[src/saturnBusPkg.sv]
package saturnBusPkg;

	// CPU side byte address
	typedef logic [26:0] cpuAddrT;

	// External memory address from the low CPU address bits
	typedef logic [24:0] memAddrT;

	typedef logic [31:0] busDataT;

	// Active high byte lane enables
	typedef logic [3:0]  byteEnT;

	// System manager register index from address bits 4..1
	typedef logic [3:0]  regIdxT;
	typedef logic [7:0]  regDataT;

	typedef enum logic [2:0] {
		RGN_ROM  = 3'd0,
		RGN_SMPC = 3'd1,
		RGN_SRAM = 3'd2,
		RGN_RAML = 3'd3,
		RGN_RAMH = 3'd4,
		RGN_NONE = 3'd5
	} regionT;

	// Address map of the shared bus
	localparam cpuAddrT ROM_BASE   = 27'h0000000;
	localparam cpuAddrT ROM_LIMIT  = 27'h00FFFFF;

	localparam cpuAddrT SMPC_BASE  = 27'h0100000;
	localparam cpuAddrT SMPC_LIMIT = 27'h017FFFF;

	localparam cpuAddrT SRAM_BASE  = 27'h0180000;
	localparam cpuAddrT SRAM_LIMIT = 27'h01FFFFF;

	localparam cpuAddrT RAML_BASE  = 27'h0200000;
	localparam cpuAddrT RAML_LIMIT = 27'h02FFFFF;

	localparam cpuAddrT RAMH_BASE  = 27'h6000000;
	localparam cpuAddrT RAMH_LIMIT = 27'h7FFFFFF;

	// Read value for holes in the map
	localparam busDataT UNMAPPED_DATA = 32'hFFFF_FFFF;

endpackage

[src/saturnCtrlPkg.sv]
package saturnCtrlPkg;

	// Divider counter width
	typedef logic [2:0] divCntT;

	// ceR ticks per system manager tick
	localparam divCntT SMPC_DIV = 3'd7;

	// Bus grant
	typedef enum logic [1:0] {
		ARB_IDLE   = 2'd0,
		ARB_MASTER = 2'd1,
		ARB_SLAVE  = 2'd2
	} arbStateT;

	// Access sequencing
	typedef enum logic [1:0] {
		ACC_IDLE = 2'd0,
		ACC_MEM  = 2'd1,
		ACC_REG  = 2'd2,
		ACC_DONE = 2'd3
	} accStateT;

endpackage

[src/busArbiter.sv]
`timescale 1ns/1ns

module busArbiter (
	input  logic                  CLK,
	input  logic                  RST_N,
	input  logic                  ceR,

	input  logic                  mshReq,
	input  logic                  mshWe,
	input  saturnBusPkg::cpuAddrT mshAddr,
	input  saturnBusPkg::busDataT mshWdata,
	input  saturnBusPkg::byteEnT  mshBe,
	output logic                  mshAck,
	output saturnBusPkg::busDataT mshRdata,

	input  logic                  sshReq,
	input  logic                  sshWe,
	input  saturnBusPkg::cpuAddrT sshAddr,
	input  saturnBusPkg::busDataT sshWdata,
	input  saturnBusPkg::byteEnT  sshBe,
	output logic                  sshAck,
	output saturnBusPkg::busDataT sshRdata,

	output logic                  accReq,
	output logic                  accWe,
	output saturnBusPkg::cpuAddrT accAddr,
	output saturnBusPkg::busDataT accWdata,
	output saturnBusPkg::byteEnT  accBe,
	input  logic                  accAck,
	input  saturnBusPkg::busDataT accRdata
);

	saturnCtrlPkg::arbStateT state;

	// Grant is held for the whole handshake of the owner
	always_ff @(posedge CLK or negedge RST_N) begin
		if (!RST_N) begin
			state <= saturnCtrlPkg::ARB_IDLE;
		end else if (ceR) begin
			case (state)
				saturnCtrlPkg::ARB_IDLE: begin
					// Master CPU wins a tie
					if (mshReq) begin
						state <= saturnCtrlPkg::ARB_MASTER;
					end else if (sshReq) begin
						state <= saturnCtrlPkg::ARB_SLAVE;
					end
				end
				saturnCtrlPkg::ARB_MASTER: begin
					if (!mshReq && !accAck) begin
						state <= saturnCtrlPkg::ARB_IDLE;
					end
				end
				saturnCtrlPkg::ARB_SLAVE: begin
					if (!sshReq && !accAck) begin
						state <= saturnCtrlPkg::ARB_IDLE;
					end
				end
				default: state <= saturnCtrlPkg::ARB_IDLE;
			endcase
		end
	end

	always_comb begin
		accReq   = 1'b0;
		accWe    = 1'b0;
		accAddr  = '0;
		accWdata = '0;
		accBe    = '0;
		case (state)
			saturnCtrlPkg::ARB_MASTER: begin
				accReq   = mshReq;
				accWe    = mshWe;
				accAddr  = mshAddr;
				accWdata = mshWdata;
				accBe    = mshBe;
			end
			saturnCtrlPkg::ARB_SLAVE: begin
				accReq   = sshReq;
				accWe    = sshWe;
				accAddr  = sshAddr;
				accWdata = sshWdata;
				accBe    = sshBe;
			end
			default: ;
		endcase
	end

	// Response goes to the owner only
	assign mshAck   = (state == saturnCtrlPkg::ARB_MASTER) & accAck;
	assign sshAck   = (state == saturnCtrlPkg::ARB_SLAVE) & accAck;
	assign mshRdata = (state == saturnCtrlPkg::ARB_MASTER) ? accRdata : '0;
	assign sshRdata = (state == saturnCtrlPkg::ARB_SLAVE) ? accRdata : '0;

endmodule

[src/clockEnableGen.sv]
`timescale 1ns/1ns

module clockEnableGen (
	input  logic CLK,
	input  logic RST_N,
	input  logic ce,
	input  logic pause,
	output logic ceR,
	output logic ceF,
	output logic smpcCe,
	output logic mresN
);

	logic run;
	logic phase;
	saturnCtrlPkg::divCntT divCnt;

	// Everything freezes while paused
	assign run = ce & ~pause;

	always_ff @(posedge CLK or negedge RST_N) begin
		if (!RST_N) begin
			phase <= 1'b0;
		end else if (run) begin
			phase <= ~phase;
		end
	end

	assign ceR = run & phase;
	assign ceF = run & ~phase;

	// Divide ceR by seven for the register block
	always_ff @(posedge CLK or negedge RST_N) begin
		if (!RST_N) begin
			divCnt <= '0;
			smpcCe <= 1'b0;
		end else begin
			smpcCe <= 1'b0;
			if (ceR) begin
				if (divCnt == saturnCtrlPkg::SMPC_DIV - 3'd1) begin
					divCnt <= '0;
					smpcCe <= 1'b1;
				end else begin
					divCnt <= divCnt + 3'd1;
				end
			end
		end
	end

	// Register block leaves reset on the first divided tick
	always_ff @(posedge CLK or negedge RST_N) begin
		if (!RST_N) begin
			mresN <= 1'b0;
		end else if (smpcCe) begin
			mresN <= 1'b1;
		end
	end

endmodule

[src/memAccessCtrl.sv]
`timescale 1ns/1ns

module memAccessCtrl (
	input  logic                  CLK,
	input  logic                  RST_N,
	input  logic                  ceR,

	input  logic                  accReq,
	input  logic                  accWe,
	input  saturnBusPkg::cpuAddrT accAddr,
	input  saturnBusPkg::busDataT accWdata,
	input  saturnBusPkg::byteEnT  accBe,
	output logic                  accAck,
	output saturnBusPkg::busDataT accRdata,

	output logic                  regReq,
	output logic                  regWe,
	output saturnBusPkg::regIdxT  regIdx,
	output saturnBusPkg::regDataT regWdata,
	input  logic                  regAck,
	input  saturnBusPkg::regDataT regRdata,

	output saturnBusPkg::memAddrT memAddr,
	output saturnBusPkg::busDataT memDo,
	input  saturnBusPkg::busDataT memDi,
	output saturnBusPkg::byteEnT  memDqmN,
	output logic                  memRdN,
	output logic                  romCsN,
	output logic                  sramCsN,
	output logic                  ramlCsN,
	output logic                  ramhCsN,
	input  logic                  memWaitN
);

	saturnCtrlPkg::accStateT state;
	saturnBusPkg::regionT    region;
	saturnBusPkg::regionT    decoded;
	saturnBusPkg::byteEnT    curBe;
	logic                    curWe;
	logic                    memCycle;

	function automatic logic inRange(input saturnBusPkg::cpuAddrT addr,
	                                 input saturnBusPkg::cpuAddrT lo,
	                                 input saturnBusPkg::cpuAddrT hi);
		return (addr >= lo) && (addr <= hi);
	endfunction

	function automatic saturnBusPkg::regionT regionOf(input saturnBusPkg::cpuAddrT addr);
		saturnBusPkg::regionT rgn;
		rgn = saturnBusPkg::RGN_NONE;
		if (inRange(addr, saturnBusPkg::ROM_BASE, saturnBusPkg::ROM_LIMIT))
			rgn = saturnBusPkg::RGN_ROM;
		else if (inRange(addr, saturnBusPkg::SMPC_BASE, saturnBusPkg::SMPC_LIMIT))
			rgn = saturnBusPkg::RGN_SMPC;
		else if (inRange(addr, saturnBusPkg::SRAM_BASE, saturnBusPkg::SRAM_LIMIT))
			rgn = saturnBusPkg::RGN_SRAM;
		else if (inRange(addr, saturnBusPkg::RAML_BASE, saturnBusPkg::RAML_LIMIT))
			rgn = saturnBusPkg::RGN_RAML;
		else if (inRange(addr, saturnBusPkg::RAMH_BASE, saturnBusPkg::RAMH_LIMIT))
			rgn = saturnBusPkg::RGN_RAMH;
		return rgn;
	endfunction

	assign decoded = regionOf(accAddr);

	always_ff @(posedge CLK or negedge RST_N) begin
		if (!RST_N) begin
			state  <= saturnCtrlPkg::ACC_IDLE;
			accAck <= 1'b0;
			regReq <= 1'b0;
		end else if (ceR) begin
			case (state)
				saturnCtrlPkg::ACC_IDLE: begin
					// Last register handshake must be closed first
					if (accReq && !regAck) begin
						case (decoded)
							saturnBusPkg::RGN_NONE: begin
								accAck <= 1'b1;
								state  <= saturnCtrlPkg::ACC_DONE;
							end
							saturnBusPkg::RGN_SMPC: begin
								regReq <= 1'b1;
								state  <= saturnCtrlPkg::ACC_REG;
							end
							default: state <= saturnCtrlPkg::ACC_MEM;
						endcase
					end
				end
				saturnCtrlPkg::ACC_MEM: begin
					// Cycle stretches while the memory holds wait low
					if (memWaitN) begin
						accAck <= 1'b1;
						state  <= saturnCtrlPkg::ACC_DONE;
					end
				end
				saturnCtrlPkg::ACC_REG: begin
					if (regAck) begin
						regReq <= 1'b0;
						accAck <= 1'b1;
						state  <= saturnCtrlPkg::ACC_DONE;
					end
				end
				saturnCtrlPkg::ACC_DONE: begin
					if (!accReq) begin
						accAck <= 1'b0;
						state  <= saturnCtrlPkg::ACC_IDLE;
					end
				end
				default: state <= saturnCtrlPkg::ACC_IDLE;
			endcase
		end
	end

	always_ff @(posedge CLK) begin
		if (ceR) begin
			case (state)
				saturnCtrlPkg::ACC_IDLE: begin
					if (accReq && !regAck) begin
						region   <= decoded;
						memAddr  <= accAddr[24:0];
						memDo    <= accWdata;
						curWe    <= accWe;
						curBe    <= accBe;
						regIdx   <= accAddr[4:1];
						regWdata <= accWdata[7:0];
						accRdata <= saturnBusPkg::UNMAPPED_DATA;
					end
				end
				saturnCtrlPkg::ACC_MEM: if (memWaitN) accRdata <= memDi;
				// Register byte on all four lanes
				saturnCtrlPkg::ACC_REG: if (regAck) accRdata <= {4{regRdata}};
				default: ;
			endcase
		end
	end

	assign regWe    = curWe;
	assign memCycle = (state == saturnCtrlPkg::ACC_MEM);
	assign memRdN   = ~(memCycle & ~curWe);
	assign memDqmN  = (memCycle && curWe) ? ~curBe : '1;
	assign romCsN   = ~(memCycle && region == saturnBusPkg::RGN_ROM);
	assign sramCsN  = ~(memCycle && region == saturnBusPkg::RGN_SRAM);
	assign ramlCsN  = ~(memCycle && region == saturnBusPkg::RGN_RAML);
	assign ramhCsN  = ~(memCycle && region == saturnBusPkg::RGN_RAMH);

endmodule

[src/saturnBus.sv]
`timescale 1ns/1ns

module saturnBus (
	input  logic                  CLK,
	input  logic                  RST_N,
	input  logic                  ce,
	input  logic                  pause,

	input  logic                  mshReq,
	input  logic                  mshWe,
	input  saturnBusPkg::cpuAddrT mshAddr,
	input  saturnBusPkg::busDataT mshWdata,
	input  saturnBusPkg::byteEnT  mshBe,
	output logic                  mshAck,
	output saturnBusPkg::busDataT mshRdata,

	input  logic                  sshReq,
	input  logic                  sshWe,
	input  saturnBusPkg::cpuAddrT sshAddr,
	input  saturnBusPkg::busDataT sshWdata,
	input  saturnBusPkg::byteEnT  sshBe,
	output logic                  sshAck,
	output saturnBusPkg::busDataT sshRdata,

	output saturnBusPkg::memAddrT memAddr,
	output saturnBusPkg::busDataT memDo,
	input  saturnBusPkg::busDataT memDi,
	output saturnBusPkg::byteEnT  memDqmN,
	output logic                  memRdN,
	output logic                  romCsN,
	output logic                  sramCsN,
	output logic                  ramlCsN,
	output logic                  ramhCsN,
	input  logic                  memWaitN
);

	logic                  ceR;
	logic                  smpcCe;
	logic                  mresN;

	logic                  accReq;
	logic                  accWe;
	saturnBusPkg::cpuAddrT accAddr;
	saturnBusPkg::busDataT accWdata;
	saturnBusPkg::byteEnT  accBe;
	logic                  accAck;
	saturnBusPkg::busDataT accRdata;

	logic                  regReq;
	logic                  regWe;
	saturnBusPkg::regIdxT  regIdx;
	saturnBusPkg::regDataT regWdata;
	logic                  regAck;
	saturnBusPkg::regDataT regRdata;

	// Falling enable has no consumer on this bus
	clockEnableGen u_clockEnableGen (
		.CLK    (CLK),
		.RST_N  (RST_N),
		.ce     (ce),
		.pause  (pause),
		.ceR    (ceR),
		.ceF    (),
		.smpcCe (smpcCe),
		.mresN  (mresN)
	);

	busArbiter u_busArbiter (
		.CLK      (CLK),
		.RST_N    (RST_N),
		.ceR      (ceR),
		.mshReq   (mshReq),
		.mshWe    (mshWe),
		.mshAddr  (mshAddr),
		.mshWdata (mshWdata),
		.mshBe    (mshBe),
		.mshAck   (mshAck),
		.mshRdata (mshRdata),
		.sshReq   (sshReq),
		.sshWe    (sshWe),
		.sshAddr  (sshAddr),
		.sshWdata (sshWdata),
		.sshBe    (sshBe),
		.sshAck   (sshAck),
		.sshRdata (sshRdata),
		.accReq   (accReq),
		.accWe    (accWe),
		.accAddr  (accAddr),
		.accWdata (accWdata),
		.accBe    (accBe),
		.accAck   (accAck),
		.accRdata (accRdata)
	);

	memAccessCtrl u_memAccessCtrl (
		.CLK      (CLK),
		.RST_N    (RST_N),
		.ceR      (ceR),
		.accReq   (accReq),
		.accWe    (accWe),
		.accAddr  (accAddr),
		.accWdata (accWdata),
		.accBe    (accBe),
		.accAck   (accAck),
		.accRdata (accRdata),
		.regReq   (regReq),
		.regWe    (regWe),
		.regIdx   (regIdx),
		.regWdata (regWdata),
		.regAck   (regAck),
		.regRdata (regRdata),
		.memAddr  (memAddr),
		.memDo    (memDo),
		.memDi    (memDi),
		.memDqmN  (memDqmN),
		.memRdN   (memRdN),
		.romCsN   (romCsN),
		.sramCsN  (sramCsN),
		.ramlCsN  (ramlCsN),
		.ramhCsN  (ramhCsN),
		.memWaitN (memWaitN)
	);

	smpcRegs u_smpcRegs (
		.CLK      (CLK),
		.RST_N    (RST_N),
		.smpcCe   (smpcCe),
		.mresN    (mresN),
		.regReq   (regReq),
		.regWe    (regWe),
		.regIdx   (regIdx),
		.regWdata (regWdata),
		.regAck   (regAck),
		.regRdata (regRdata)
	);

endmodule

[src/smpcRegs.sv]
`timescale 1ns/1ns

module smpcRegs (
	input  logic                  CLK,
	input  logic                  RST_N,
	input  logic                  smpcCe,
	input  logic                  mresN,
	input  logic                  regReq,
	input  logic                  regWe,
	input  saturnBusPkg::regIdxT  regIdx,
	input  saturnBusPkg::regDataT regWdata,
	output logic                  regAck,
	output saturnBusPkg::regDataT regRdata
);

	saturnBusPkg::regDataT regFile [16];
	logic                  tick;
	logic                  access;

	// Block only runs once out of its own reset
	assign tick   = smpcCe & mresN;
	assign access = tick & regReq & ~regAck;

	always_ff @(posedge CLK or negedge RST_N) begin
		if (!RST_N) begin
			regAck <= 1'b0;
		end else if (tick) begin
			if (regReq && !regAck) begin
				regAck <= 1'b1;
			end else if (!regReq && regAck) begin
				regAck <= 1'b0;
			end
		end
	end

	always_ff @(posedge CLK) begin
		if (!mresN) begin
			for (int i = 0; i < 16; i++) begin
				regFile[i] <= '0;
			end
		end else if (access && regWe) begin
			regFile[regIdx] <= regWdata;
		end
	end

	// Writes echo the written byte
	always_ff @(posedge CLK) begin
		if (access) begin
			regRdata <= regWe ? regWdata : regFile[regIdx];
		end
	end

endmodule
[config.mk]
export PLATFORM = sky130hd
export DESIGN_NAME = saturnBus
export DESIGN_NICKNAME = d
export VERILOG_FILES = /design/src/saturnBusPkg.sv /design/src/saturnCtrlPkg.sv /design/src/busArbiter.sv /design/src/clockEnableGen.sv /design/src/memAccessCtrl.sv /design/src/saturnBus.sv /design/src/smpcRegs.sv
export SDC_FILE = /design/constraint.sdc
export NUM_CORES = 1
export LEC_CHECK = 0
export BUFFER_PORTS_ARGS = -buffer_cell sky130_fd_sc_hd__clkbuf_2
export CAP_MARGIN = 30
export CELL_PAD_IN_SITES_DETAIL_PLACEMENT = 1
export CELL_PAD_IN_SITES_GLOBAL_PLACEMENT = 2
export CORE_MARGIN = 2
export CORE_UTILIZATION = 32
export CTS_CLUSTER_DIAMETER = 100
export DETAILED_ROUTE_END_ITERATION = 12
export PLACE_DENSITY = 0.87
export RECOVER_POWER = 50
export SLEW_MARGIN = 20
export SYNTH_ARGS = -nofsm -noshare
export SYNTH_HDL_FRONTEND = slang
export SYNTH_SLANG_ARGS = --single-unit
[constraint.sdc]
create_clock -name CLK -period 3.5 [get_ports CLK]
set_input_delay 0.525 -clock CLK [delete_from_list [all_inputs] [get_ports CLK]]
set_output_delay 0.525 -clock CLK [all_outputs]
set_load 0.005 [all_outputs]
**Word-level counts from Yosys, hierarchy flattened**

Memories as Yosys holds them, arrays and structs flattened. A register that Yosys moved wholly into a read port is not among the register bits.
Cells that the tools add are included.

- Register bits: 122
- RAM bits: 128
- Bits of input ports: 167
- Logic and storage cells: 152
- Memories kept: 1

Memory list:

| memory | words | bits a word | rd ports | clocked after memory_dff | write ports | RTL line | source |
|---|---|---|---|---|---|---|---|
| u_smpcRegs.regFile | 16 | 8 | 1 | 1 | 16 | smpcRegs.sv:16 | `saturnBusPkg::regDataT regFile [16];` |

- $add $sub $neg: 1
- Magnitude comparators: 10
- Eq/ne operators: 20
- Multiplexer cells: 50
- Bitwise logic cells: 18
- Reduce and logical (&&, ||, !) cells: 35

Operators by type and width:

| operator | count |
|---|---|
| $mux W32 | 5 |
| $pmux W32 S3 | 1 |
| $pmux W32 S2 | 1 |
| $ge A27 B21 Y1 const B | 2 |
| $le A27 B21 Y1 const B | 2 |
| $pmux W27 S2 | 1 |
| $ge A27 B1 Y1 const B | 1 |
| $ge A27 B22 Y1 const B | 1 |
| $ge A27 B27 Y1 const B | 1 |
| $le A27 B20 Y1 const B | 1 |
| $le A27 B22 Y1 const B | 1 |
| $le A27 B27 Y1 const B | 1 |
| $mux W1 | 18 |
| $logic_and A1 B1 Y1 | 16 |
| $mux W2 | 8 |
| $mux W3 | 5 |
| $reduce_and A5 Y1 | 3 |
| $eq A3 B3 Y1 const B | 3 |
| $not A1 Y1 | 9 |
| $and A1 B1 Y1 | 8 |
| $mux W4 | 2 |
| $mux W8 | 1 |
| $ne A2 B1 Y1 const B | 4 |
| $ne A2 B2 Y1 const B | 4 |
| 23 further kinds | 35 |

**Depth between registers and ports, before layout**

- Word-level depth: 13
- Gate-level depth with buffers: 10
- Depth with buffers taken out: 9

**Hierarchy**

A second synthesis with hierarchy kept.

- Cells, all modules: 932
- Area, all modules: 12253.0 µm²

Modules (own cells, without submodules):

| module | times used | cells an instance | area each (µm²) | sequential area each (µm²) |
|---|---|---|---|---|
| smpcRegs | 1 | 416 | 6563.8 | 4108.9 |
| memAccessCtrl | 1 | 249 | 3823.7 | 3012.9 |
| busArbiter | 1 | 242 | 1611.5 | 50.0 |
| clockEnableGen | 1 | 25 | 254.0 | 150.1 |

**Least setup slack after synthesis**

No wires, ideal clock.

- Path type: reg2reg
- From: register u_busArbiter.state[0]
- To: register u_memAccessCtrl.curBe[0] (enable)
- Library setup time: 430 ps
- Data arrival time: 3009 ps
- Required time: 3070 ps
- Path slack: 61 ps
- Cell stages (with the launch flop): 8
- Path buffers: 2
- Period minus slack after synthesis: 3439 ps
- Cells stage by stage: dfrtp_1 inv_1 ha_1 buf_2 inv_2 clkbuf_1 nor3_1 and3_1

- Longest elaborated chain between the ends: 4
- Elaborated cells on any way between the ends: 5

RTL lines:

| element | RTL line | source |
|---|---|---|
| from (decl) | busArbiter.sv:33 | `saturnCtrlPkg::arbStateT state;` |
| from (signal assigned) | busArbiter.sv:38 | `state <= saturnCtrlPkg::ARB_IDLE;` |
| from (signal assigned) | busArbiter.sv:44 | `state <= saturnCtrlPkg::ARB_MASTER;` |
| from (signal assigned) | busArbiter.sv:46 | `state <= saturnCtrlPkg::ARB_SLAVE;` |
| $eq A2 B2 Y1 or $eq A2 B1 Y1 (tied branches) | busArbiter.sv:70 | `case (state)` |
| $pmux W1 S2 (*) | busArbiter.sv:70 |  |
| $logic_and A1 B1 Y1 (*) | memAccessCtrl.sv:118 | `if (accReq && !regAck) begin` |
| $reduce_and A3 Y1 (no source line) (*) | -- |  |
| to (signal assigned) | memAccessCtrl.sv:123 | `curBe <= accBe;` |
| to (decl) | memAccessCtrl.sv:38 | `saturnBusPkg::byteEnT curBe;` |

Every way passes the cells marked *; elsewhere a longest branch is shown, timed or not.
A chain may end at the register's enable or synchronous reset.

**Worst setup path after layout**

- From: register u_busArbiter.state[0]
- To: register u_memAccessCtrl.region[1] (data pin)

- Longest elaborated chain between the ends: 8
- Elaborated cells on any way between the ends: 19

RTL lines:

| element | RTL line | source |
|---|---|---|
| $eq A2 B2 Y1 or $eq A2 B1 Y1 (tied branches) | busArbiter.sv:70 |  |
| $pmux W27 S2 (*) | busArbiter.sv:70 |  |
| $ge A27 B22 Y1 or $le A27 B22 Y1 (tied branches) | memAccessCtrl.sv:45 | `return (addr >= lo) && (addr <= hi);` |
| $logic_and A1 B1 Y1 | memAccessCtrl.sv:45 |  |
| $mux W3 | memAccessCtrl.sv:57 | `else if (inRange(addr, saturnBusPkg::RAML_BASE, saturnBusPkg::RAML_LIMIT))` |
| $mux W3 | memAccessCtrl.sv:55 | `else if (inRange(addr, saturnBusPkg::SRAM_BASE, saturnBusPkg::SRAM_LIMIT))` |
| $mux W3 | memAccessCtrl.sv:53 | `else if (inRange(addr, saturnBusPkg::SMPC_BASE, saturnBusPkg::SMPC_LIMIT))` |
| $mux W3 (*) | memAccessCtrl.sv:51 | `if (inRange(addr, saturnBusPkg::ROM_BASE, saturnBusPkg::ROM_LIMIT))` |
| named net u_memAccessCtrl.decoded[1] | memAccessCtrl.sv:37 | `saturnBusPkg::regionT decoded;` |
| to (signal assigned) | memAccessCtrl.sv:119 | `region <= decoded;` |
| to (decl) | memAccessCtrl.sv:36 | `saturnBusPkg::regionT region;` |

The timed path passes the listed nets; every way through them passes the cells marked *.

==> impl_metrics.yaml <==
drt:
  dr.pass1.iters: 5
  drt_iter0_markers: 771
  ant_nets: 0
  via_per_inst: 5.14
  wl_per_cell_um: 21.6
  via_count: 8932
  drc: 0
  drt-total-wl_um: 37500
place:
  dp_hpwl_um: 27900
  pre_cts_ws_ps: 653
  gp_congestion: 0.846
  numPortBuffers: 298
finish:
  final_cell_mix: "clkbuf_2 (252), edfxtp_1 (233), and2_1 (126), nand2_1 (94)"
  mostFrequentLayoutCell: "clkbuf_2"
  area_growth_syn_to_layout_pct: 24.1
  n_antenna_cell: 0
  multi_input_area_um2: 4360
  n_fill_cell: 4020
  fin_nets: 1424
  drive_above_1_share_pct: 28.5
  regArea_um2: 7320
clock_tree:
  ctsLongestPathBuffers: 3
  root_buffer: "clkbuf_16"
  htreeDepth: 1
  cts_buffers: 29
  clk_pin_slew_ps: 60
  cts_tree: "done"
  clk_latency_ps: 560
  cts_sinks: 246
flow_run:
  drv_cap: 0
global_route:
  grt-ovfl-total: 0
  grt_usage_pct: 18.9
  antenna_found_initial: 0
  grt_max_degree: 66
  grt_pass1_wl_um: 56100
  grt_pass1_vias: 9263
critical_path:
  cp-endpoint: "u_memAccessCtrl.region[1]$_DFFE_PP_"
  end_kind: "flop"
  required_ps: 3790
  r2r-end: "u_memAccessCtrl.region[1]$_DFFE_PP_"
  r2r_slack_ps: 480
  cp_max_fo: 13
  arrival_ps: 3310
  reg2reg_depth: 8
  critPathLaunch: "u_busArbiter.state[0]$_DFFE_PN0P_"
  rr_startpoint: "u_busArbiter.state[0]$_DFFE_PN0P_"
  critical_path.startpoint_type: "flop"
  worstSetupPathType: "flop to flop"
synthesis:
  synth-edff-count: 233
  syn_area_um2: 12000
  syn_nets: 1119
  synth_top_flop_cell: "edfxtp_1"
  ys_seq_area_share_pct: 61.1
  synthArstFlopShare_pct: 5.28
  yosysWarnings: 0
  ys_types: 54
  ys_seq_elements: 246
  avgSynthCellArea_um2: 12.7
  netlist_instances: 943
run_status:
  status: "finished, final reports clean"
pwr:
  power.leakage_nw: 5.91
  vdd_drop_max_v: 0.000380
  power_density_nw_per_um2: 674
sta:
  max_freq_ghz: 0.331
  rsz0062_at_grt: "false"
  hold_viol_final: 0
  slew_viol_final: 0
  slew_headroom_pct: 26.1
  setup_slack_ps: 482
  setup_tns_ps: 0
  tightest_slew_ps: 1110
  timing.final.crit_period_ps: 3020
  period_share_pct: 86.2
  clock_skew_ps: 25.2
  finalSetupViolations: 0
floorplan:
  die_area_um2: 39000
  dieWidth_um: 198
  start_util_pct: 32.6
  ios: 299
  core-area_um2: 36800
  rows: 70
  die_y_um: 198
hold_path:
  hold_class: "primary input to flop"
==> through the flow <==
| stage | total power, mW | area (um^2) | hold WS [ps] | util [%] | instances |
|---|---|---|---|---|---|
| 4_1_cts | 10.1 | 15000 | 239 | 40.8 | 1738 |
| 3_3_place_gp | 7.10 | 14100 | 457 | 38.3 | 1684 |
| 5_1_grt | 10.5 | 14900 | 253 | 40.4 | 1738 |
| 3_5_place_dp | 7.23 | 14100 | 461 | 38.3 | 1684 |
| 6_report | 10.0 | 14900 | 257 | 40.4 | 1738 |
| 2_1_floorplan | 5.99 | 12000 | 229 | - | 943 |
==> per-layer routing <==
metal / vias up / track usage [%] / part of all wire (%) / wire, um
met5: - / 0 / 0 / 0
met4: 0 / 6.57 / 3.6 / 1350
met3: 79 / 3.70 / 7.0 / 2630
met2: 391 / 32.3 / 49 / 18500
met1: 4398 / 23.9 / 40 / 15000
li1: 4064 / - / - / -
==> synth_stat cells (3+ instances only) <==
library cell | number | share of area, %
edfxtp_1 | 233 | 58
and2_1 | 195 | 10
nand2_1 | 93 | 2.9
nor2_1 | 73 | 2.3
a22oi_1 | 60 | 3.8
mux4_2 | 40 | 7.5
clkbuf_1 | 39 | 1.2
o21ai_0 | 22 | 0.92
nand3_1 | 17 | 0.71
inv_1 | 16 | 0.50
dfrtp_1 | 13 | 2.7
nand2b_1 | 11 | 0.57
a21boi_0 | 10 | 0.63
mux2_2 | 10 | 0.94
ha_1 | 9 | 0.94
nor3_1 | 9 | 0.38
buf_2 | 8 | 0.33
o211ai_1 | 7 | 0.44
a21oi_1 | 6 | 0.25
a22o_1 | 6 | 0.44
buf_1 | 5 | 0.16
a21o_1 | 4 | 0.25
and3_1 | 4 | 0.21
a211oi_1 | 3 | 0.19
nand3b_1 | 3 | 0.19
nor2_2 | 3 | 0.16
nor2b_1 | 3 | 0.16
o21ai_1 | 3 | 0.13
o31ai_1 | 3 | 0.19
==> kinds of logic after synthesis <==
family | count (synthesis) | share of synthesized area, %
muxes | 51 | 8.54
xor gates and xnor gates | 1 | 0.0731
DFF | 246 | 61.1
adders and majority gates | 9 | 0.939
buffers and inverters | 74 | 2.62
AOI/OAI and AO/OA | 137 | 8.06
and+or+nand+nor | 425 | 18.7
==> worst max-delay path, cell delays in order (launching register included) <==
cell and delay (ps):
dfrtp_1 420, inv_1 120, ha_1 530, inv_1 340, nor3_1 250, o21ai_1 80
or4_1 530, o21a_1 280, o21ba_1 230
==> state kept, by name (all words and copies together), names as in the netlist <==
register                  flops
u_memAccessCtrl.accAck        1
u_clockEnableGen.smpcCe       1
u_memAccessCtrl.state         2
u_memAccessCtrl.curBe         4
u_memAccessCtrl.memDo        32
u_smpcRegs.regFile          128
u_clockEnableGen.divCnt       3
u_clockEnableGen.mresN        1
u_memAccessCtrl.accRdata     32
u_busArbiter.state            2
u_clockEnableGen.phase        1
u_smpcRegs.regAck             1
u_memAccessCtrl.memAddr      25
u_memAccessCtrl.region        3
u_memAccessCtrl.regWe         1
u_memAccessCtrl.regReq        1
u_smpcRegs.regRdata           8
==> report_power, final <==
group          internal (mW)  switching [mW]
logic                   1.06            1.74
clock network           1.70            1.17
registers               4.01           0.341
total                   6.77            3.25
==> timing repair <==
| action | in CTS | in global routing |
|---|---|---|
| buffers inserted | 0 | 0 |
| hold buffers | 1 | 0 |
| endpoints found under the hold margin | 13 | 0 |
| gates resized for setup | 0 | 0 |
==> worst min path at each step <==
stage,start,to,slack [ps],cells past startpoint
global placement,RST_N,u_clockEnableGen.phase$_DFFE_PN0P_,460,1
global route,memDi[20],u_memAccessCtrl.accRdata[20]$_DFFE_PP_,250,3
CTS,memDi[20],u_memAccessCtrl.accRdata[20]$_DFFE_PP_,240,3
detailed placement,RST_N,u_busArbiter.state[1]$_DFFE_PN0P_,460,1
finish,memDi[20],u_memAccessCtrl.accRdata[20]$_DFFE_PP_,260,3
floorplan,RST_N,u_busArbiter.state[0]$_DFFE_PN0P_,230,0
==> layout make-up <==
class | instances | area share, %
flip-flops and latches | 246 | 49.2
well taps | 468 | 3.94
multi-input cells | 623 | 29.3
repair buffers | 330 | 11.0
clock inverters | 10 | 0.698
inverters | 18 | 0.454
clock buffers | 43 | 5.30
Note: power is estimated with default switching activity, not from simulation.
